<file path="src/verilog/mandel_config.svh">
`ifndef MANDEL_CONFIG_SVH
`define MANDEL_CONFIG_SVH

//////////////////////////////////////////////////
// Frame geometry
//////////////////////////////////////////////////

// Pixels per row
`define FRAME_WIDTH 16

// Rows per frame
`define FRAME_HEIGHT 12

//////////////////////////////////////////////////
// Iteration and number format
//////////////////////////////////////////////////

// Iteration limit for points that never escape
`define ITER_MAX 64

// Signed 4.23 fixed point
`define FIXED_WIDTH 27
`define FIXED_FRAC 23

`endif
</file>
<file path="src/verilog/frame_pkg.sv">
`default_nettype none

`include "mandel_config.svh"

package frame_pkg;

	localparam int PIXEL_COUNT = `FRAME_WIDTH * `FRAME_HEIGHT;

	// Pixel position in the frame
	typedef logic [$clog2(`FRAME_WIDTH)-1:0] pixel_x_t;
	typedef logic [$clog2(`FRAME_HEIGHT)-1:0] pixel_y_t;

	// Row * FRAME_WIDTH + column
	typedef logic [$clog2(PIXEL_COUNT)-1:0] frame_addr_t;

	// 3-3-2 red green blue
	typedef logic [7:0] color_t;

	// Palette bands from the cap downwards
	localparam color_t COLOR_BLACK = 8'b000_000_00;
	localparam color_t COLOR_HIGH = 8'b011_001_00;
	localparam color_t COLOR_MID = 8'b101_010_01;
	localparam color_t COLOR_LOW = 8'b011_001_01;
	localparam color_t COLOR_FAINT = 8'b001_001_01;
	localparam color_t COLOR_OUTSIDE = 8'b010_100_10;

endpackage

`default_nettype wire

</file>
<file path="src/verilog/fixed_pkg.sv">
`default_nettype none

`include "mandel_config.svh"

package fixed_pkg;

	// Signed 4.23 value for points and z terms
	typedef logic signed [`FIXED_WIDTH-1:0] fixed_t;

	// Holds 0 up to ITER_MAX inclusive
	typedef logic [$clog2(`ITER_MAX+1)-1:0] iter_count_t;

	// Component bound of the escape test
	localparam fixed_t FIXED_TWO = fixed_t'(2 * (1 << `FIXED_FRAC));

	// Bound on the squared magnitude
	localparam fixed_t FIXED_FOUR = fixed_t'(4 * (1 << `FIXED_FRAC));

endpackage

`default_nettype wire

</file>
<file path="src/verilog/palette_writer.sv">
`timescale 1ns/100ps
`default_nettype none

`include "mandel_config.svh"

module palette_writer (
	input logic clk,
	input logic reset,
	input logic result_valid,
	input fixed_pkg::iter_count_t result_count,
	output logic pix_we,
	output frame_pkg::frame_addr_t pix_addr,
	output frame_pkg::color_t pix_color,
	output logic frame_done
);

	localparam frame_pkg::frame_addr_t LAST_ADDR =
		frame_pkg::frame_addr_t'(frame_pkg::PIXEL_COUNT - 1);

	// Address of the next write
	frame_pkg::frame_addr_t addr_cnt;

	// Band table tested from the cap downwards
	function automatic frame_pkg::color_t band_color(input fixed_pkg::iter_count_t count);
		frame_pkg::color_t color;
		if (count >= `ITER_MAX) begin
			color = frame_pkg::COLOR_BLACK;
		end else if (count >= (`ITER_MAX / 4)) begin
			// Upper half and second quarter share one shade
			color = frame_pkg::COLOR_HIGH;
		end else if (count >= (`ITER_MAX / 8)) begin
			color = frame_pkg::COLOR_MID;
		end else if (count >= (`ITER_MAX / 16)) begin
			color = frame_pkg::COLOR_LOW;
		end else if (count >= (`ITER_MAX / 32)) begin
			color = frame_pkg::COLOR_FAINT;
		end else begin
			color = frame_pkg::COLOR_OUTSIDE;
		end
		return color;
	endfunction

	//////////////////////////////////////////////////
	// Write strobe and frame end
	//////////////////////////////////////////////////

	always_ff @(posedge clk) begin
		if (reset) begin
			pix_we <= 1'b0;
			frame_done <= 1'b0;
			addr_cnt <= '0;
		end else begin
			pix_we <= result_valid;
			// One cycle after the write to the last address
			frame_done <= pix_we && (pix_addr == LAST_ADDR);
			if (result_valid) begin
				if (addr_cnt == LAST_ADDR) begin
					addr_cnt <= '0;
				end else begin
					addr_cnt <= addr_cnt + 1'b1;
				end
			end
		end
	end

	// Write payload
	always_ff @(posedge clk) begin
		if (result_valid) begin
			pix_addr <= addr_cnt;
			pix_color <= band_color(result_count);
		end
	end

endmodule

`default_nettype wire

</file>
<file path="config.mk">
export PLATFORM = sky130hd
export DESIGN_NAME = palette_writer
export DESIGN_NICKNAME = d
export VERILOG_FILES = /design/src/verilog/frame_pkg.sv /design/src/verilog/fixed_pkg.sv /design/src/verilog/palette_writer.sv
export VERILOG_INCLUDE_DIRS = /design/src /design/src/verilog
export SDC_FILE = /design/constraint.sdc
export NUM_CORES = 1
export LEC_CHECK = 0
export BUFFER_PORTS_ARGS = -buffer_cell sky130_fd_sc_hd__buf_2
export CORE_MARGIN = 4
export CORE_UTILIZATION = 25
export CTS_CLUSTER_DIAMETER = 200
export CTS_CLUSTER_SIZE = 40
export DETAILED_ROUTE_END_ITERATION = 10
export GPL_ROUTABILITY_DRIVEN = 0
export SLEW_MARGIN = 15
export SYNTH_ARGS = -nofsm -noshare
export SYNTH_HDL_FRONTEND = slang
export SYNTH_SLANG_ARGS = --single-unit
</file>
<file path="constraint.sdc">
create_clock -name clk -period 4.2 [get_ports clk]
set_input_delay 0.42 -clock clk [delete_from_list [all_inputs] [get_ports clk]]
set_output_delay 0.42 -clock clk [all_outputs]
set_load 0.1 [all_outputs]
</file>
Word level (Yosys, flattened, before mapping). Cells that the tools add are included.

Add/sub/neg operators: 1. Order comparisons: 5. Eq/ne operators: 2. Mux-type cells: 5. Reduce and logical (&&, ||, !) cells: 3.

Operators by type and width (number): $mux 7 (3); $eq 8x8->1 const B (2); $mux 8 (2); $add 8x1->8 const B (1); $ge 7x2->1 const B (1); $ge 7x3->1 const B (1); $ge 7x4->1 const B (1); $ge 7x5->1 const B (1); $ge 7x7->1 const B (1); $reduce_or 4->1 (1); $reduce_or 2->1 (1); $logic_and 1x1->1 (1).

Register bits after elaboration: 26. Bits of input ports: 10. Output and inout bits: 18. Word-level logic and storage cells: 23.

Logic depth before layout (Yosys ltp). Gate-level depths: netlist (run 1).

Depth after elaboration: 5. Depth in mapped cells: 4.

Least setup slack after synthesis (run 1). No wires, ideal clock.

Path kind: register -> output. Start: register, netlist name pix_color[1]. End: output port pix_color[4]. Arrival time: 1.347 ns. Data required time: 3.780 ns. Setup slack: 2.433 ns. Cell stages (with the launch flop): 2. Path through: edfxtp_1 buf_4.

RTL lines: end, declared (line palette_writer.sv:13) `output frame_pkg::color_t pix_color,`.

Worst setup path after layout (run 1).
Start: register addr_cnt[0]. End: register addr_cnt[0].

Cells in the longest elaborated chain, start to end: 2. Elaborated cells on any way between the ends: 3. Classes of those cells: add/sub: 1; eq/ne: 1; mux: 1.

RTL lines: start, declared (line palette_writer.sv:21) `frame_pkg::frame_addr_t addr_cnt;`; start signal, assigned (line palette_writer.sv:60) `addr_cnt <= addr_cnt + 1'b1;`; $add 8x1->8 / $eq 8x8->1 (equally long branches) (line palette_writer.sv:60, palette_writer.sv:57); $mux 8 * (line palette_writer.sv:57) `if (addr_cnt == LAST_ADDR) begin`.

Every way passes the cells marked *; elsewhere a longest branch is shown, timed or not. A chain may end at the register's enable or synchronous reset.

==> reports/summary.txt, run 1 <==
post-route ant nets - 0
DP HPWL - 1280 µm
Critical Path AT - 1810 ps
total core area - 3660 µm²
max_slew headroom - 0.499
Post-synth EDFFs - 14
Reg clk slew, reported paths - 80 ps
Post-synth ARST share - 0
Post-Layout Inst Area - 1170 µm²
worst-case clock skew - 7.01 ps
Area growth, synth to finish - 23.4%
Detailed Route WL - 1660 µm
switching power - 157 µW
post-layout util - 0.321
endpoints failing hold - 0
post-cts sizing count - 0
mean area per synthesized cell - 12.5 µm²
die width - 69.7 µm
minimum clock period - 1690 ps
hold crit path type - input pin to register
Post-Syn Area - 951 µm²
Multi-input gate area - 293 µm²
Sw Ratio - 0.305
total negative slack - 0 ps
Die Ht - 69.7 µm
initial antenna violation count - 0
largest net degree at the start of global routing - 23
Seq cells post-synth - 24
IO Port Bufs - 26
Register Area - 621 µm²
fmax - 591 MHz
RSZ-0062 raised after global routing - false
sequential power share - 0.517
ys flop type - edfxtp_1
slowest cell on the critical path - o41ai_1
Seq/Total Area, Yosys - 0.653
Worst Hold Slack - 440 ps
Crit Path Max Fanout - 5
DRC viols - 0
syn nets - 87
Distinct cells, synth - 26
share of post-route cells with drive strength above 1 - 0.311
cts hold-fix bufs - 0
max_cap viols - 0
CP Cell Sequence - ha_1, nand2_1, o41ai_1, nor2_1
gr usage total - 0.0705
Diodes inserted - 0
Ports - 28
TritonCTS Buffers - 3
Layout Nets - 115
CTS root buf - clkbuf_8
layout filler cell count - 375
crit path kind - register to register
htree depth - 1
worst slew pin tran - 742 ps
Logic pwr share - 0.194
Iteration-0 DRC Markers - 34
wire length per cell - 11.0 µm
Starting Density - 0.260
Worst setup EP type - register
die area - 4850 µm²
placement-stage cell area - 1120 µm²
P_int - 357 µW
Clock Power Share - 0.290
vias in the first global route - 640
first-pass GRT wire length - 2850 µm
CTS tree - yes
grt ovf - 0
setup ws final - 2510 ps
worst skew pair latency - 260 ps
setup violators final - 0
Gate Count Post-Synth - 76
vias - 663
Pwr Density - 438 nW/µm²
Tcrit/Tclk final - 0.403
Ys Warns - 0
status - completed
CP required - 4320 ps
routed vias/inst - 4.39
static leakage - 0.460 nW
maximum clock insertion buffer count - 2
Setup Fix Bufs, Post-CTS - 0
Final Slew Violations - 0
DRT Pass-1 Iters - 2
slowest cell delay on critical path - 700 ps
Place WS - 2240 ps
site row count - 22
worst vdd ir - 0.130 mV
Sink Count - 24
CP Launch Type - register
[final cells by class]
type / instances / area share
inverter: 4 / 0.0128
sequential: 24 / 0.529
timing repair buffer: 26 / 0.111
clock buffer: 4 / 0.0469
tap: 48 / 0.0512
multi-input combinational: 45 / 0.249
[cells in the final DEF (no fill, tap or decap)]
cell type,Yosys,final
a21oi_1,4,4
buf_2,0,26
clkbuf_8,0,4
dfxtp_1,10,10
edfxtp_1,14,14
ha_1,1,1
inv_1,4,4
mux2i_1,1,1
nand2_1,2,2
nand2b_1,1,1
nand3_1,3,3
nand4_1,3,3
nand4_4,1,1
nand4b_1,1,1
nor2_1,9,9
nor2b_1,1,1
nor3b_1,1,1
nor4_1,1,1
nor4b_1,1,1
o2111ai_1,1,1
o21ai_0,5,5
o41ai_1,1,1
or3_1,1,1
or3_4,1,1
or4_1,2,2
xnor2_1,1,1
xor2_1,3,3
[logic make-up after synthesis]
logic type / synth area share
AO/OA/AOI/OAI: 0.0658
XOR/XNOR: 0.0368
adder cells (fa/ha/maj): 0.0132
buffers and inverters: 0.0395
flip-flops: 0.653
multiplexers: 0.0105
AND/OR/NAND/NOR: 0.182
[worst max-delay path: cells and delay by family (launching register included)]
family          cells  cell delay (ps)
simple gates        2              220
fa+ha+maj           1              220
flops               1              410
compound gates      1              700
[metrics by stage]
stage	total power [mW]	cells
after floorplan	0.354	76
after detailed placement	0.371	147
after global routing	0.535	151
after global placement	0.370	147
final	0.514	151
after CTS	0.519	151
[path summary, 6_finish.rpt]
kind / startpoint / end / slack, ps / depth (start not counted)
min: reset / pix_we / 440 / 2
max: addr_cnt[0] / addr_cnt[0] / 2510 / 4
min reg2reg: pix_we / frame_done / 490 / 1
max reg2reg: addr_cnt[0] / addr_cnt[0] / 2510 / 4
[flip-flops by register name (all words and copies together), names as in the netlist]
name and flops:
addr_cnt 8, pix_addr 8, pix_color 6, frame_done 1, pix_we 1
[synthesized netlist by cell type, types with 2 or more instances]
cell type  instances  area share
edfxtp_1          14        0.44
dfxtp_1           10        0.21
nor2_1             9       0.036
o21ai_0            5       0.026
a21oi_1            4       0.021
inv_1              4       0.016
buf_4              3       0.024
nand3_1            3       0.016
nand4_1            3       0.020
xor2_1             3       0.028
nand2_1            2      0.0079
or4_1              2       0.016
[power by group through the flow]
stage | logic (mW) | registers, mW | clock network [mW]
after global routing | 0.103 | 0.268 | 0.164
after detailed placement | 0.100 | 0.271 | 0
final | 0.0995 | 0.265 | 0.149
after floorplan | 0.0211 | 0.333 | 0
after global placement | 0.0995 | 0.271 | 0
after CTS | 0.100 | 0.266 | 0.153
[per-layer routing]
layer,track usage,vias to the layer above,routed length [µm],share of wire
met5,0,-,0,0
met2,0.122,24,766,0.46
met4,0.0191,0,0,0
met1,0.0800,308,739,0.45
met3,0.0290,0,151,0.091
li1,-,331,-,-
Note: power is estimated with default switching activity, not from simulation.
==> run 2: changes to the inputs <==
==> constraint.sdc (replaced) <==
create_clock -name clk -period 1.5 [get_ports clk]
set_input_delay 0.15 -clock clk [delete_from_list [all_inputs] [get_ports clk]]
set_output_delay 0.15 -clock clk [all_outputs]
set_load 0.1 [all_outputs]
==> run 2 against run 1 <==
Compared with the run above:
- sequential share of layout area decreased by 2.0 points
- critical path depth did not move
- die area unchanged
- non-clock buffer count is 4 higher
- global-route usage is 0.42 points higher
- maximum frequency grew 29%
- register-to-register slack got worse by 2300 ps
- first-iteration DRC count is 65% lower
- critical endpoint is now addr_cnt[6]
- clock skew rose by 4.2 ps
- total power rose to 3.1 times the previous value
- sequential cell count is the same
==> reports/summary.txt, run 2 (synthesis results as in run 1) <==
placement-stage cell area - 1150 µm² (+2.7%)
htree depth - 1 (unchanged)
die area - 4850 µm² (unchanged)
first-pass GRT wire length - 2900 µm (+1.7%)
slowest cell on the critical path - or4_1
Final Slew Violations - 0 (unchanged)
vias - 683 (+3.0%)
Placed Instances - 151 (+2.7%)
DRC viols - 0 (unchanged)
Critical Path AT - 1520 ps (-290 ps)
cts hold-fix bufs - 0 (unchanged)
max_slew headroom - 0.671 (+0.172)
routed vias/inst - 4.41 (+0.36%)
gr usage total - 0.0747 (+0.00419)
total negative slack - 0 ps (unchanged)
biggest registers after layout - addr_cnt: 8 flops, pix_addr: 8 flops, pix_color: 6 flops
Iteration-0 DRC Markers - 12 (-65%)
static leakage - 0.487 nW (+5.9%)
slowest cell delay on critical path - 480 ps (-220 ps)
share of post-route cells with drive strength above 1 - 0.336 (+0.0258)
commonest non-fill, non-tap cell in the layout - buf_2
switching power - 464 µW (+200%)
hold crit path type - input pin to register
sequential power share - 0.463 (-0.054)
Area growth, synth to finish - 28.3%
Cell Count, Final, Fillers Out - 155 (+2.6%)
CP Cell Sequence - ha_1, nand2_1, or4_1, a21oi_1
DRT Pass-1 Iters - 4 (+2)
setup violators final - 0 (unchanged)
CP required - 1710 ps (-2610 ps)
commonest non-fill, non-tap cells in the layout - 26 x buf_2, 14 x edfxtp_1, 10 x dfxtp_1, 9 x nor2_1, 5 x o21ai_0
Sink Count - 24 (unchanged)
largest net degree at the start of global routing - 21 (-8.7%)
RSZ-0062 raised after global routing - false
site row count - 22 (unchanged)
endpoints failing hold - 0 (unchanged)
Diodes inserted - 0 (unchanged)
die width - 69.7 µm (unchanged)
initial antenna violation count - 0 (unchanged)
Logic pwr share - 0.185 (-0.009)
Layout Nets - 119 (+3.5%)
Reg clk slew, reported paths - 90 ps (about the same)
Crit Path Max Fanout - 4 (-1)
vias in the first global route - 641 (+0.16%)
worst-case clock skew - 11.2 ps (+4.15 ps)
minimum clock period - 1310 ps (-378 ps)
status - completed
post-cts sizing count - 0 (unchanged)
grt ovf - 0 (unchanged)
total core area - 3660 µm² (unchanged)
Post-Layout Inst Area - 1220 µm² (+3.9%)
setup ws final - 187 ps (-2320 ps)
post-layout util - 0.333 (+0.0126)
Die Ht - 69.7 µm (unchanged)
Pwr Density - 1310 nW/µm² (+200%)
Detailed Route WL - 1810 µm (+9.5%)
Place WS - 156 ps (-2080 ps)
crit path kind - register to register
max_cap viols - 0 (unchanged)
DP HPWL - 1410 µm (+10%)
TritonCTS Buffers - 3 (unchanged)
worst vdd ir - 0.333 mV (+160%)
CTS root buf - clkbuf_8
Clock Power Share - 0.352 (+0.062)
layout filler cell count - 364 (-2.9%)
Sw Ratio - 0.291 (-0.0142)
wire length per cell - 11.7 µm (+6.6%)
Setup Fix Bufs, Post-CTS - 0 (unchanged)
Tcrit/Tclk final - 0.875 (+0.473)
CTS tree - yes
worst slew pin tran - 497 ps (-245 ps)
P_int - 1.13 mW (+220%)
post-route ant nets - 0 (unchanged)
Starting Density - 0.260 (unchanged)
Worst setup EP type - register
worst skew pair latency - 270 ps (about the same)
fmax - 762 MHz (+29%)
CP Launch Type - register
IO Port Bufs - 26 (unchanged)
maximum clock insertion buffer count - 2 (unchanged)
Ports - 28 (unchanged)
==> run 2: cell types whose count changed in the layout (fill, tap and decap cells not counted) <==
cell / before / now
bufinv_16: 0 / 1
clkbuf_8: 4 / 3
buf_4: 0 / 4
==> run 2: worst max-delay path, delay by kind of cell, from the launching register on <==
| family | cells | cell delay [ps] |
|---|---|---|
| adder cells (fa/ha/maj) | 1 | 190 |
| AO/OA/AOI/OAI | 1 | 140 |
| AND/OR/NAND/NOR | 2 | 590 |
| flip-flops | 1 | 340 |
==> run 2: path summary, 6_finish.rpt <==
check                   start     endpoint  slack (ps)  cells past startpoint
setup reg to reg  addr_cnt[1]  addr_cnt[6]         190                      4
hold reg to reg        pix_we   frame_done         490                      1
hold / removal          reset  addr_cnt[6]         150                      2
setup / recovery  addr_cnt[1]  addr_cnt[6]         190                      4
==> run 2: area by class of cell <==
type	count	area, µm²	area share
clock inverter	1	30.0	0.0246
tap	48	60.1	0.0492
sequential	24	621	0.509
inverter	4	15.0	0.0123
timing repair buffer	30	160	0.131
clock buffer	3	41.3	0.0338
multi-input combinational	45	293	0.240
==> run 2: routing by layer <==
| layer | global-route usage | wire length, µm | vias up |
|---|---|---|---|
| li1 | - | - | 340 |
| met1 | 0.0754 | 791 | 311 |
| met2 | 0.128 | 821 | 27 |
| met3 | 0.0348 | 163 | 5 |
| met4 | 0.0383 | 37 | 0 |
| met5 | 0 | 0 | - |
==> run 2: through the flow <==
stage          hold WS, ps  power (mW)
5_1_grt                147        1.65
3_3_place_gp           431        1.05
3_5_place_dp           436        1.05
4_1_cts                143        1.61
2_1_floorplan          219       0.990
6_report               145        1.60
==> run 2: power groups by stage <==
stage          Sequential [mW]  Clock, mW  Combinational (mW)
6_report                 0.739      0.563               0.295
3_3_place_gp             0.753          0               0.294
3_5_place_dp             0.755          0               0.297
4_1_cts                  0.740      0.572               0.298
5_1_grt                  0.743      0.594               0.308
2_1_floorplan            0.931          0              0.0591
