File: src/verilog/mandel_config.svh
`ifndef MANDEL_CONFIG_SVH
`define MANDEL_CONFIG_SVH

//////////////////////////////////////////////////
// Frame geometry
//////////////////////////////////////////////////

// Pixels per row
`define FRAME_WIDTH 16

// Rows per frame
`define FRAME_HEIGHT 12

//////////////////////////////////////////////////
// Iteration and number format
//////////////////////////////////////////////////

// Iteration limit for points that never escape
`define ITER_MAX 64

// Signed 4.23 fixed point
`define FIXED_WIDTH 27
`define FIXED_FRAC 23

`endif
File: src/verilog/frame_pkg.sv
`default_nettype none

`include "mandel_config.svh"

package frame_pkg;

	localparam int PIXEL_COUNT = `FRAME_WIDTH * `FRAME_HEIGHT;

	// Pixel position in the frame
	typedef logic [$clog2(`FRAME_WIDTH)-1:0] pixel_x_t;
	typedef logic [$clog2(`FRAME_HEIGHT)-1:0] pixel_y_t;

	// Row * FRAME_WIDTH + column
	typedef logic [$clog2(PIXEL_COUNT)-1:0] frame_addr_t;

	// 3-3-2 red green blue
	typedef logic [7:0] color_t;

	// Palette bands from the cap downwards
	localparam color_t COLOR_BLACK = 8'b000_000_00;
	localparam color_t COLOR_HIGH = 8'b011_001_00;
	localparam color_t COLOR_MID = 8'b101_010_01;
	localparam color_t COLOR_LOW = 8'b011_001_01;
	localparam color_t COLOR_FAINT = 8'b001_001_01;
	localparam color_t COLOR_OUTSIDE = 8'b010_100_10;

endpackage

`default_nettype wire

File: src/verilog/fixed_pkg.sv
`default_nettype none

`include "mandel_config.svh"

package fixed_pkg;

	// Signed 4.23 value for points and z terms
	typedef logic signed [`FIXED_WIDTH-1:0] fixed_t;

	// Holds 0 up to ITER_MAX inclusive
	typedef logic [$clog2(`ITER_MAX+1)-1:0] iter_count_t;

	// Component bound of the escape test
	localparam fixed_t FIXED_TWO = fixed_t'(2 * (1 << `FIXED_FRAC));

	// Bound on the squared magnitude
	localparam fixed_t FIXED_FOUR = fixed_t'(4 * (1 << `FIXED_FRAC));

endpackage

`default_nettype wire

File: src/verilog/pixel_scanner.sv
`timescale 1ns/100ps
`default_nettype none

`include "mandel_config.svh"

module pixel_scanner (
	input logic clk,
	input logic reset,
	input logic start,
	input fixed_pkg::fixed_t x_start,
	input fixed_pkg::fixed_t y_start,
	input fixed_pkg::fixed_t pixel_step,
	input logic result_valid,
	input logic frame_done,
	output logic point_valid,
	output fixed_pkg::fixed_t point_c_re,
	output fixed_pkg::fixed_t point_c_im,
	output logic busy
);

	// Captured view
	fixed_pkg::fixed_t x_base;
	fixed_pkg::fixed_t step;

	// Position of the point in flight
	frame_pkg::pixel_x_t col;
	frame_pkg::pixel_y_t row;

	logic busy_reg;
	logic start_ok;
	logic row_end;
	logic last_pixel;

	assign start_ok = start && !busy;
	assign row_end = (col == frame_pkg::pixel_x_t'(`FRAME_WIDTH - 1));
	assign last_pixel = row_end && (row == frame_pkg::pixel_y_t'(`FRAME_HEIGHT - 1));

	// Drops in the same cycle as the done pulse
	assign busy = busy_reg && !frame_done;

	//////////////////////////////////////////////////
	// Sequencing
	//////////////////////////////////////////////////

	always_ff @(posedge clk) begin
		if (reset) begin
			point_valid <= 1'b0;
			busy_reg <= 1'b0;
			col <= '0;
			row <= '0;
		end else begin
			point_valid <= 1'b0;
			if (start_ok) begin
				// First point goes out next cycle
				point_valid <= 1'b1;
				busy_reg <= 1'b1;
				col <= '0;
				row <= '0;
			end else begin
				if (result_valid) begin
					// Hold off after the final pixel
					point_valid <= !last_pixel;
					if (row_end) begin
						col <= '0;
						row <= row + 1'b1;
					end else begin
						col <= col + 1'b1;
					end
				end
				if (frame_done) begin
					busy_reg <= 1'b0;
				end
			end
		end
	end

	//////////////////////////////////////////////////
	// Point stepping
	//////////////////////////////////////////////////

	always_ff @(posedge clk) begin
		if (start_ok) begin
			x_base <= x_start;
			step <= pixel_step;
			point_c_re <= x_start;
			point_c_im <= y_start;
		end else if (result_valid) begin
			if (row_end) begin
				// Back to the left edge and one row down
				point_c_re <= x_base;
				point_c_im <= point_c_im - step;
			end else begin
				point_c_re <= point_c_re + step;
			end
		end
	end

endmodule

`default_nettype wire

File: config.mk
export PLATFORM = sky130hd
export DESIGN_NAME = pixel_scanner
export DESIGN_NICKNAME = d
export VERILOG_FILES = /design/src/verilog/frame_pkg.sv /design/src/verilog/fixed_pkg.sv /design/src/verilog/pixel_scanner.sv
export VERILOG_INCLUDE_DIRS = /design/src /design/src/verilog
export SDC_FILE = /design/constraint.sdc
export NUM_CORES = 1
export LEC_CHECK = 0
export BUFFER_PORTS_ARGS = -buffer_cell sky130_fd_sc_hd__buf_2
export CAP_MARGIN = 40
export CORE_AREA = 2 2 140 101
export DETAILED_ROUTE_END_ITERATION = 8
export DIE_AREA = 0 0 142 103
export GPL_TIMING_DRIVEN = 0
export HOLD_SLACK_MARGIN = 0.12
export PLACE_DENSITY = 0.79
export SLEW_MARGIN = 10
export SYNTH_ARGS = -nofsm -noshare
export SYNTH_HDL_FRONTEND = slang
export SYNTH_SLANG_ARGS = --single-unit
export TNS_END_PERCENT = 1
File: constraint.sdc
create_clock -name clk -period 6.14 [get_ports clk]
set_input_delay 1.228 -clock clk [delete_from_list [all_inputs] [get_ports clk]]
set_output_delay 1.228 -clock clk [all_outputs]
set_load 0.05 [all_outputs]
* Word-level counts from Yosys, hierarchy flattened
Index checks and enable logic that the tools add are counted.
** Storage, ports and cells
- Register bits :: 118
- Input port bits :: 86
- Output and inout port bits :: 56
- Word-level logic and storage cells :: 37
** Operators by class
- Add/subtract/negate cells :: 4
- Equal/unequal tests :: 2
- Mux-type cells :: 11
- Reductions and logical operators :: 12
** Operator list (count)
- two-way mux 27 bit :: 6
- adder 27 bit :: 1
- subtractor 27 bit :: 1
- adder 4 x 1 -> 4 bit (second input constant) :: 2
- equality test 4 bit (second input constant) :: 2
- nonzero test 2 bit :: 3
- two-way mux 1 bit :: 4
- two-way mux 4 bit :: 1
- AND reduction 2 bit :: 2
- logical AND 1 bit :: 3
- logical NOT 1 bit :: 3
- OR reduction 2 bit :: 1

* Depth between registers and ports, before layout
Gate-level depths: netlist of run 1.
- Depth in word-level cells :: 6
- Mapped depth :: 12
- Gate-level depth less buffers :: 12

* Worst setup path before layout of run 1
Ideal clock, no wire load.
- Path type :: input -> register
- Start point :: input frame_done
- End point :: register step[0] (enable)
- Setup time :: 0.439 ns
- Data arrival time :: 3.513 ns
- Data required time :: 5.701 ns
- Setup slack :: 2.188 ns
- Stages :: 5
- Buffers on the path :: 2
- Path through :: nand2b_1 nand2_1 inv_1 clkbuf_1 buf_1
** On the way
- Word-level cells in the longest chain between the ends :: 4
** RTL lines
- start: declaration :: line pixel_scanner.sv:14 : input logic frame_done,
- logical NOT 1 bit :: line pixel_scanner.sv:39 : assign busy = busy_reg && !frame_done;
- logical AND 1 bit :: line pixel_scanner.sv:39
- logical NOT 1 bit :: line pixel_scanner.sv:34 : assign start_ok = start && !busy;
- logical AND 1 bit :: line pixel_scanner.sv:34
- net start_ok :: line pixel_scanner.sv:30 : logic start_ok;
- end signal: assignment :: line pixel_scanner.sv:84 : step <= pixel_step;
- end: declaration :: line pixel_scanner.sv:23 : fixed_pkg::fixed_t step;
The timed path passes the listed nets, and every way through them passes these cells.
A chain may end at the register's enable or synchronous reset.

* Final worst setup path of run 1
- Start point :: input frame_done
- End point :: register point_c_im[11] (enable)
** On the way
- Word-level cells in the longest chain between the ends :: 6
- Elaborated cells on any way between the ends :: 7
- Classes of those cells :: reduce/logical (7)
** RTL lines
- logical NOT 1 bit (*) :: line pixel_scanner.sv:39
- logical AND 1 bit (*) :: line pixel_scanner.sv:39
- logical NOT 1 bit (*) :: line pixel_scanner.sv:34
- logical AND 1 bit (*) :: line pixel_scanner.sv:34
- nonzero test 2 bit (no line)
- AND reduction 2 bit (no line) (*)
- end signal: assignment :: line pixel_scanner.sv:86 : point_c_im <= y_start;
- end signal: assignment :: line pixel_scanner.sv:91 : point_c_im <= point_c_im - step;
- end: declaration :: line pixel_scanner.sv:17 : output fixed_pkg::fixed_t point_c_im,
Mark *: on every way between the ends. The rest lies on a longest branch, timed or not.

==> results of run 1 <==
==> final timing paths <==
path                                        to  slack [ns]  cells after the start
worst min register to register          row[1]        0.49                      2
worst max register to register  point_c_im[26]        3.04                     11
worst max-delay path            point_c_im[11]        2.57                      6
worst min-delay path                    row[1]        0.49                      2
==> per-stage QoR <==
| step | setup WS (ns) | cell area, um^2 | hold WS (ns) | instances |
|---|---|---|---|---|
| final | 2.57 | 8690 | 0.486 | 1058 |
| after global routing | 2.44 | 8690 | 0.526 | 1058 |
| after CTS | 2.66 | 8690 | 0.489 | 1057 |
| after detailed placement | 2.24 | 8130 | 0.481 | 1025 |
| after global placement | 0.816 | 8100 | 0.471 | 1024 |
| after floorplan | 2.19 | 7190 | 0.454 | 713 |
==> final cells by class <==
type	instances	area (um^2)	share of cell area
inverter	36	135	0.0155
timing repair buffer	141	721	0.0829
multi-input combinational	534	3520	0.405
antenna	1	2.50	0.000288
sequential	118	3440	0.396
tap	171	214	0.0246
clock buffer	19	433	0.0498
clock inverter	13	126	0.0145
buffer	25	96.3	0.0111
==> where the power goes <==
group	total [uW]	leakage (uW)	switching, uW	internal, uW
Combinational	1540	0.00228	1010	524
Sequential	1120	0.00113	79.4	1040
Clock	947	0.000260	387	560
==> critical path, cell delays in order <==
cell      delay [ns]
buf_2           0.09
nand2b_1        0.14
nand2_1         0.29
clkbuf_1        0.48
clkbuf_1        0.61
nand2_2         0.67
==> Yosys cell counts (6+ instances only) <==
master / count
edfxtp_1: 108
a21oi_1: 88
nor2_1: 70
nand2_1: 62
ha_1: 54
o21ai_0: 45
inv_1: 36
xnor2_1: 27
xor2_1: 24
clkbuf_1: 23
a21o_1: 18
nand3_1: 17
a211oi_1: 12
nand2b_1: 12
and3_1: 10
dfxtp_1: 10
o22ai_1: 8
a22oi_1: 7
a31oi_1: 7
o21a_1: 7
o21ai_1: 6
==> per-layer routing <==
layer / vias up / wire, um / global-route usage
met1: 2815 / 8930 / 0.392
met3: 31 / 1710 / 0.0650
met4: 0 / 324 / 0.0892
met2: 274 / 8050 / 0.383
li1: 2974 / - / -
met5: - / 0 / 0
==> cell families after synthesis <==
kind of cell	share of synthesized area
mux	0.00557
simple gates	0.120
buf+inv	0.0320
flops	0.479
fa+ha+maj	0.0995
compound gates	0.202
xor+xnor	0.0621
==> run summary, run 1 <==
DRT iter0 DRCs - 511
Setup CP Type - input pin to flip-flop
RSZ-0062 raised after global routing - false
Tmin final - 3.57 ns
Final Wtd Congestion - 0.923
Final setup viols - 0
Seq cells post-synth - 118
fmax - 0.280 GHz
GRT Util Overall - 0.265
Area growth, synth to finish - 20.9%
area leader, netlist - edfxtp_1
IR drop worst, VDD - 0.214 mV
cell count after synthesis - 713
maximum capacitance violations - 0
Crit Path Max Fanout - 27
post_cts resized - 0
Syn Area/Cell - 10.1 um^2
TritonCTS clock tree - done
critical path arrival - 3.53 ns
post-DR wirelength/cell - 18.0 um
crit end category - flip-flop
top-area cell type share of the netlist area - 0.451
Setup crit start kind - input pin
gr ovfl total - 0
CTS Root Buffer Type - clkbuf_16
fin. max-slew vios - 0
TritonRoute pass-1 iters - 5
Final Net Count - 1015
Power Total - 3600 uW
Die Width - 142 um
Post-synth EDFFs - 108
Pleak - 0.00367 uW
Top FF cell, synth - edfxtp_1
final core occ - 0.645
clock latency on the worst-skew pair - 0.42 ns
drc violations - 0
core box area - 0.0135 mm^2
Initial Utilization - 0.534
vias in the first global route - 5644
DR vias/cell - 5.76
Detailed Route WL - 19000 um
Die Y - 103 um
H-tree depth - 4
CP Launch Point - frame_done
I/O pin cnt - 142
Clock Skews - 0.0123 ns
Port Buffers - 140
TritonCTS Buffers - 17
share of cells above drive strength 1 - 0.214
Placement Rows - 36
sum of net half-perimeters after detailed placement - 13800 um
TNS Setup - 0 ns
Hold Path Origin - row[1]
first-pass GRT wire length - 29400 um
DRT antenna net count - 0
worst reg2reg startpoint - step[0]
via count - 6094
setup bufs post-CTS - 0
slew margin rel. - 0.424
run status - finished, final reports clean
Final Cycle Share - 0.581
count of final hold-check violations - 0
Hold Path Class - flip-flop to flip-flop
register area share after synthesis - 0.479
slew of the pin with the lowest slew margin - 0.865 ns
Unique masters post-synth - 56
top area cells in the synthesized netlist - edfxtp_1, ha_1, a21oi_1
Syn Nets - 855
Post-synth ARST share - 0
fillcell total - 1089
die area - 0.0146 mm^2
Worst EP required - 6.11 ns
Clock transition at path regs - 0.06 ns
initial antenna violation count - 1
Post-Syn Area - 0.00719 mm^2
CTS sink count - 118
largest net degree at the start of global routing - 36
leading cell types in the layout, fill and taps excluded - buf_2, edfxtp_1, a21oi_1, nor2_1, nand2_1
cts-stage hold buffer count - 0
CTS max path bufs - 2
most common cell after layout, fill and taps aside - buf_2
pwr dens - 414 mW/mm^2
Synth warnings - 0
Note: power is estimated with default switching activity, not from simulation.
==> inputs of run 2 (changes only) <==
ABC_AREA = 1   (was default)
CORE_AREA = 2 2 152 109   (was 2 2 140 101)
DIE_AREA = 0 0 154 111   (was 0 0 142 103)
PLACE_DENSITY = 0.77   (was 0.79)
clock period = 3.4 ns   (was 6.14 ns; I/O delays follow)
==> run 2 against run 1 <==
Effect of this change: non-clock buffer count shrank 6; flip-flop and latch count is the same; worst setup slack got worse by 1.6 ns; register-to-register slack got worse by 2.1 ns.
==> run summary, run 2 <==
DRT iter0 DRCs - 665
critical path's most frequent cell - nand2_1
Area growth, synth to finish - 18.9%
Crit-path slowest cell - edfxtp_1
via count - 8087
H-tree depth - 4
worst reg2reg startpoint - step[0]
Crit Path Max Fanout - 4
final core occ - 0.634
core box area - 0.0159 mm^2
Die Width - 154 um
Die Y - 111 um
TritonCTS clock tree - done
die area - 0.0171 mm^2
Hold Path Origin - pixel_step[11]
Clock transition at path regs - 0.06 ns
post-route insts no fill - 1546
cell count after synthesis - 1166
register area share after synthesis - 0.408
I/O pin cnt - 142
RSZ-0062 raised after global routing - false
slew of the pin with the lowest slew margin - 0.797 ns
IR drop worst, VDD - 0.348 mV
CTS max path bufs - 2
clock latency on the worst-skew pair - 0.43 ns
most common cell after layout, fill and taps aside - nand2_1
fin. max-slew vios - 0
initial antenna violation count - 0
leading cell types in the layout, fill and taps excluded - nand2_1, inv_1, buf_2, edfxtp_1, nor2_1
placed insts - 1514
DR vias/cell - 5.23
Power Total - 6290 uW
Post-Syn Area - 0.00845 mm^2
Port Buffers - 140
Unique masters post-synth - 35
GRT Util Overall - 0.295
Setup crit start kind - flip-flop
post-DR wirelength/cell - 15.8 um
first-pass GRT wire length - 38800 um
Pleak - 0.00519 uW
fmax - 0.409 GHz
combinational share of power - 0.417
TritonRoute pass-1 iters - 5
largest net degree at the start of global routing - 45
Synth warnings - 0
Initial Utilization - 0.533
vias in the first global route - 7586
Clock Skews - 0.0127 ns
gr ovfl total - 0
DRT antenna net count - 0
Critical Path Max Stage Delay - 0.44 ns
top area cells in the synthesized netlist - edfxtp_1, nand2_1, inv_1
Final setup viols - 0
commonest cells in the netlist - nand2_1, inv_1, edfxtp_1
Detailed Route WL - 24400 um
Sequential Power Share - 0.310
share of cells above drive strength 1 - 0.166
Post-synth EDFFs - 108
Clock power frac - 0.273
CP Launch Point - step[0]
Post-synth ARST share - 0
TritonCTS Buffers - 17
Psw - 2630 uW
count leader, synth - nand2_1
Placement Rows - 39
area leader, netlist - edfxtp_1
Final Wtd Congestion - 0.986
pwr dens - 626 mW/mm^2
drc violations - 0
cts-stage hold buffer count - 0
post_cts resized - 0
top-area cell type share of the netlist area - 0.384
Place WS - 0.769 ns
run status - finished, final reports clean
Top FF cell, synth - edfxtp_1
sum of net half-perimeters after detailed placement - 19600 um
slew margin rel. - 0.469
setup bufs post-CTS - 0
hold slack final - 0.425 ns
maximum capacitance violations - 0
crit end category - flip-flop
Setup CP Type - flip-flop to flip-flop
count of final hold-check violations - 0
Worst EP required - 3.58 ns
Seq cells post-synth - 118
Final Net Count - 1470
number of diodes - 0
Final Cycle Share - 0.719
Worst Slack Setup Final - 0.955 ns
Syn Area/Cell - 7.25 um^2
Hold Path Class - input pin to flip-flop
CTS Root Buffer Type - clkbuf_16
P_int - 3660 uW
switch share - 0.418
CP Cell Sequence - ha_1, inv_1, fa_1, inv_1, nand3_1, nand2_2, nand2_1, a21oi_1, nor2_1, nand2_1, nand3_1, nand2_1, nand2_1
CTS sink count - 118
Tmin final - 2.45 ns
critical path arrival - 2.63 ns
Syn Nets - 1308
run 2: cell count changes after synthesis, sizes merged, moves of 21 or more:
cell / before / now
nand2: 62 / 419
inv: 36 / 184
nand3: 17 / 85
nor2: 71 / 122
a21oi: 90 / 62
xnor2: 27 / 6
run 2: power groups by stage:
stage / Sequential, uW / Clock [uW] / Combinational (uW)
6_report: 1950 / 1720 / 2620
5_1_grt: 1970 / 1800 / 2920
4_1_cts: 1950 / 1730 / 2600
3_5_place_dp: 1980 / 0 / 2580
3_3_place_gp: 1990 / 0 / 2530
2_1_floorplan: 2400 / 0 / 1510
run 2: metal layers:
metal  wire, um  GRT usage  vias up  share of wire
li1           -          -     4075              -
met1      11200      0.405     3687           0.46
met2      10900      0.472      294           0.45
met3       1960     0.0719       31          0.080
met4        393     0.0766        0          0.016
met5          0          0        -              0
run 2: worst paths after layout:
check                        end  slack (ns)  depth (start not counted)
setup / recovery  point_c_re[14]        0.95                         13
hold / removal          step[11]        0.42                          1
setup reg to reg  point_c_re[14]        0.95                         13
hold reg to reg         busy_reg        0.47                          2
run 2: logic make-up after synthesis:
group           after synthesis  share of synthesized area
xor+xnor                     17                     0.0176
fa+ha+maj                    56                     0.0847
flops                       118                      0.408
buf+inv                     202                     0.0914
compound gates              110                     0.0696
simple gates                663                      0.329
run 2: cell type report:
| type | count | area [um^2] |
|---|---|---|
| Fill cell | 1461 | 5810 |
| Multi-Input combinational cell | 846 | 4230 |
| Sequential cell | 118 | 3440 |
| Timing Repair Buffer | 143 | 776 |
| Inverter | 185 | 694 |
| Clock buffer | 22 | 497 |
| Tap cell | 205 | 256 |
| Buffer | 17 | 81.3 |
| Clock inverter | 10 | 65.1 |
run 2: worst max-delay path: cells and delay by family (launching register included):
family / cells / cell delay [ns]
flops: 1 / 0.44
simple gates: 8 / 0.66
buf+inv: 2 / 0.18
compound gates: 1 / 0.24
fa+ha+maj: 2 / 0.67
run 2: per-stage QoR:
stage                     instance area (um^2)  TNS [ns]
after floorplan                           8450         0
after global placement                    9410    -42.02
after detailed placement                  9490         0
after CTS                                10000         0
after global routing                     10000         0
final                                    10000         0
==> inputs of run 3 (changes only) <==
clock period = 2.5 ns   (was 3.4 ns; I/O delays follow)
==> run 3 against run 2 <==
Effect of this change: via count shrank 0.85%; global-route usage is 0.097 points lower; routed wire length is 0.82% lower; sequential power increased by 36%; design area increased by 0.12%; die area is the same.
==> run summary, run 3 (synthesis gave the netlist of run 2 again) <==
share of cells above drive strength 1 - 0.170
most common cell after layout, fill and taps aside - nand2_1
Final Wtd Congestion - 0.967
clock latency on the worst-skew pair - 0.43 ns
Initial Utilization - 0.533
Sequential Power Share - 0.314
DRT antenna net count - 0
gr ovfl total - 0
core box area - 0.0159 mm^2
Final Cycle Share - 0.951
fmax - 0.420 GHz
CTS Root Buffer Type - clkbuf_16
number of diodes - 0
Cell Area, Placed - 0.00949 mm^2
I/O pin cnt - 142
DR vias/cell - 5.19
TritonCTS Buffers - 17
post-route cell area - 0.0101 mm^2
hold slack final - 0.245 ns
Final setup viols - 0
Psw - 3600 uW
pwr dens - 843 mW/mm^2
sum of net half-perimeters after detailed placement - 19600 um
RSZ-0062 raised after global routing - true
Die Y - 111 um
Clock transition at path regs - 0.06 ns
switch share - 0.425
Port Buffers - 140
Crit Path Max Fanout - 4
largest net degree at the start of global routing - 52
first-pass GRT wire length - 38700 um
Pleak - 0.00518 uW
Clock power frac - 0.266
GRT Util Overall - 0.294
maximum capacitance violations - 0
fillcell total - 1412
placed insts - 1514
Clock Skews - 0.00779 ns
TritonCTS clock tree - done
leading cell types in the layout, fill and taps excluded - nand2_1, inv_1, buf_2, edfxtp_1, nor2_1
slew of the pin with the lowest slew margin - 0.839 ns
combinational share of power - 0.420
run status - finished, final reports clean
DRT iter0 DRCs - 678
post-route insts no fill - 1546
CTS sink count - 118
IR drop worst, VDD - 0.461 mV
count of final hold-check violations - 0
Setup CP Type - flip-flop to flip-flop
Detailed Route WL - 24200 um
fin. max-slew vios - 0
die area - 0.0171 mm^2
slew margin rel. - 0.440
Hold Path Class - input pin to flip-flop
critical path arrival - 2.56 ns
CTS max path bufs - 2
Tmin final - 2.38 ns
Power Total - 8480 uW
vias in the first global route - 7528
Setup crit start kind - flip-flop
Placement Rows - 39
H-tree depth - 4
via count - 8018
crit end category - flip-flop
cts-stage hold buffer count - 0
initial antenna violation count - 0
Area growth, synth to finish - 19.1%
Die Width - 154 um
post-DR wirelength/cell - 15.7 um
P_int - 4880 uW
Worst EP required - 2.68 ns
Final Net Count - 1470
TritonRoute pass-1 iters - 5
final core occ - 0.634
drc violations - 0
[run 3: changes by cell type in the layout (fill, tap and decap cells not counted), moves of 2 or more]
| cell | before | now |
|---|---|---|
| clkinv_4 | 2 | 4 |
| inv_6 | 1 | 3 |
| ha_1 | 54 | 52 |
| clkbuf_16 | 19 | 17 |
[run 3: worst paths after layout]
path	start	endpoint	slack [ns]	cells past startpoint
hold reg to reg	busy_reg	busy_reg	0.47	2
setup reg to reg	step[0]	point_c_re[16]	0.12	14
setup / recovery	step[0]	point_c_re[16]	0.12	14
hold / removal	pixel_step[11]	step[11]	0.24	1
[run 3: timing repair]
item                                    in CTS  in global routing
resized for setup                            0                  6
buffers inserted                             0                  0
endpoints found under the setup margin       0                  7
[run 3: power by group through the flow]
stage          sequential (uW)  combinational [uW]  clock, uW
2_1_floorplan             3260                2050          0
3_3_place_gp              2700                3440          0
3_5_place_dp              2700                3500          0
4_1_cts                   2660                3530       2270
5_1_grt                   2680                3980       2370
6_report                  2660                3560       2260
[run 3: area by class of cell]
class / count / area [um^2] / area share
plain buffers: 17 / 81.3 / 0.00808
multi-input cells: 846 / 4260 / 0.424
inverters: 185 / 694 / 0.0690
flip-flops and latches: 118 / 3440 / 0.342
clock buffers: 19 / 443 / 0.0440
repair buffers: 143 / 783 / 0.0779
clock inverters: 13 / 95.1 / 0.00945
well taps: 205 / 256 / 0.0255
[run 3: through the flow]
stage,worst slack [ns],TNS (ns)
2_1_floorplan,0.156,0
3_3_place_gp,-0.202,-14.19
3_5_place_dp,0.0437,0
4_1_cts,0.0429,0
5_1_grt,-0.0336,-0.0336
6_report,0.122,0
[run 3: worst max-delay path, stage by stage (launching register included)]
cell and delay (ns):
edfxtp_1 0.49, ha_4 0.20, inv_1 0.05, fa_1 0.38, inv_1 0.11, nand3_1 0.09
nand2_2 0.13, nand2_1 0.07, nand2_2 0.11, nand2_1 0.07, nand2_1 0.08, xnor2_1 0.12
nand2_1 0.09, nand2_1 0.08, nand2_1 0.05
[run 3: metal layers]
metal	share of wire	track usage	vias up
met1	0.47	0.418	3628
li1	-	-	4073
met5	0	0	-
met2	0.44	0.456	282
met3	0.075	0.0719	35
met4	0.015	0.0723	0
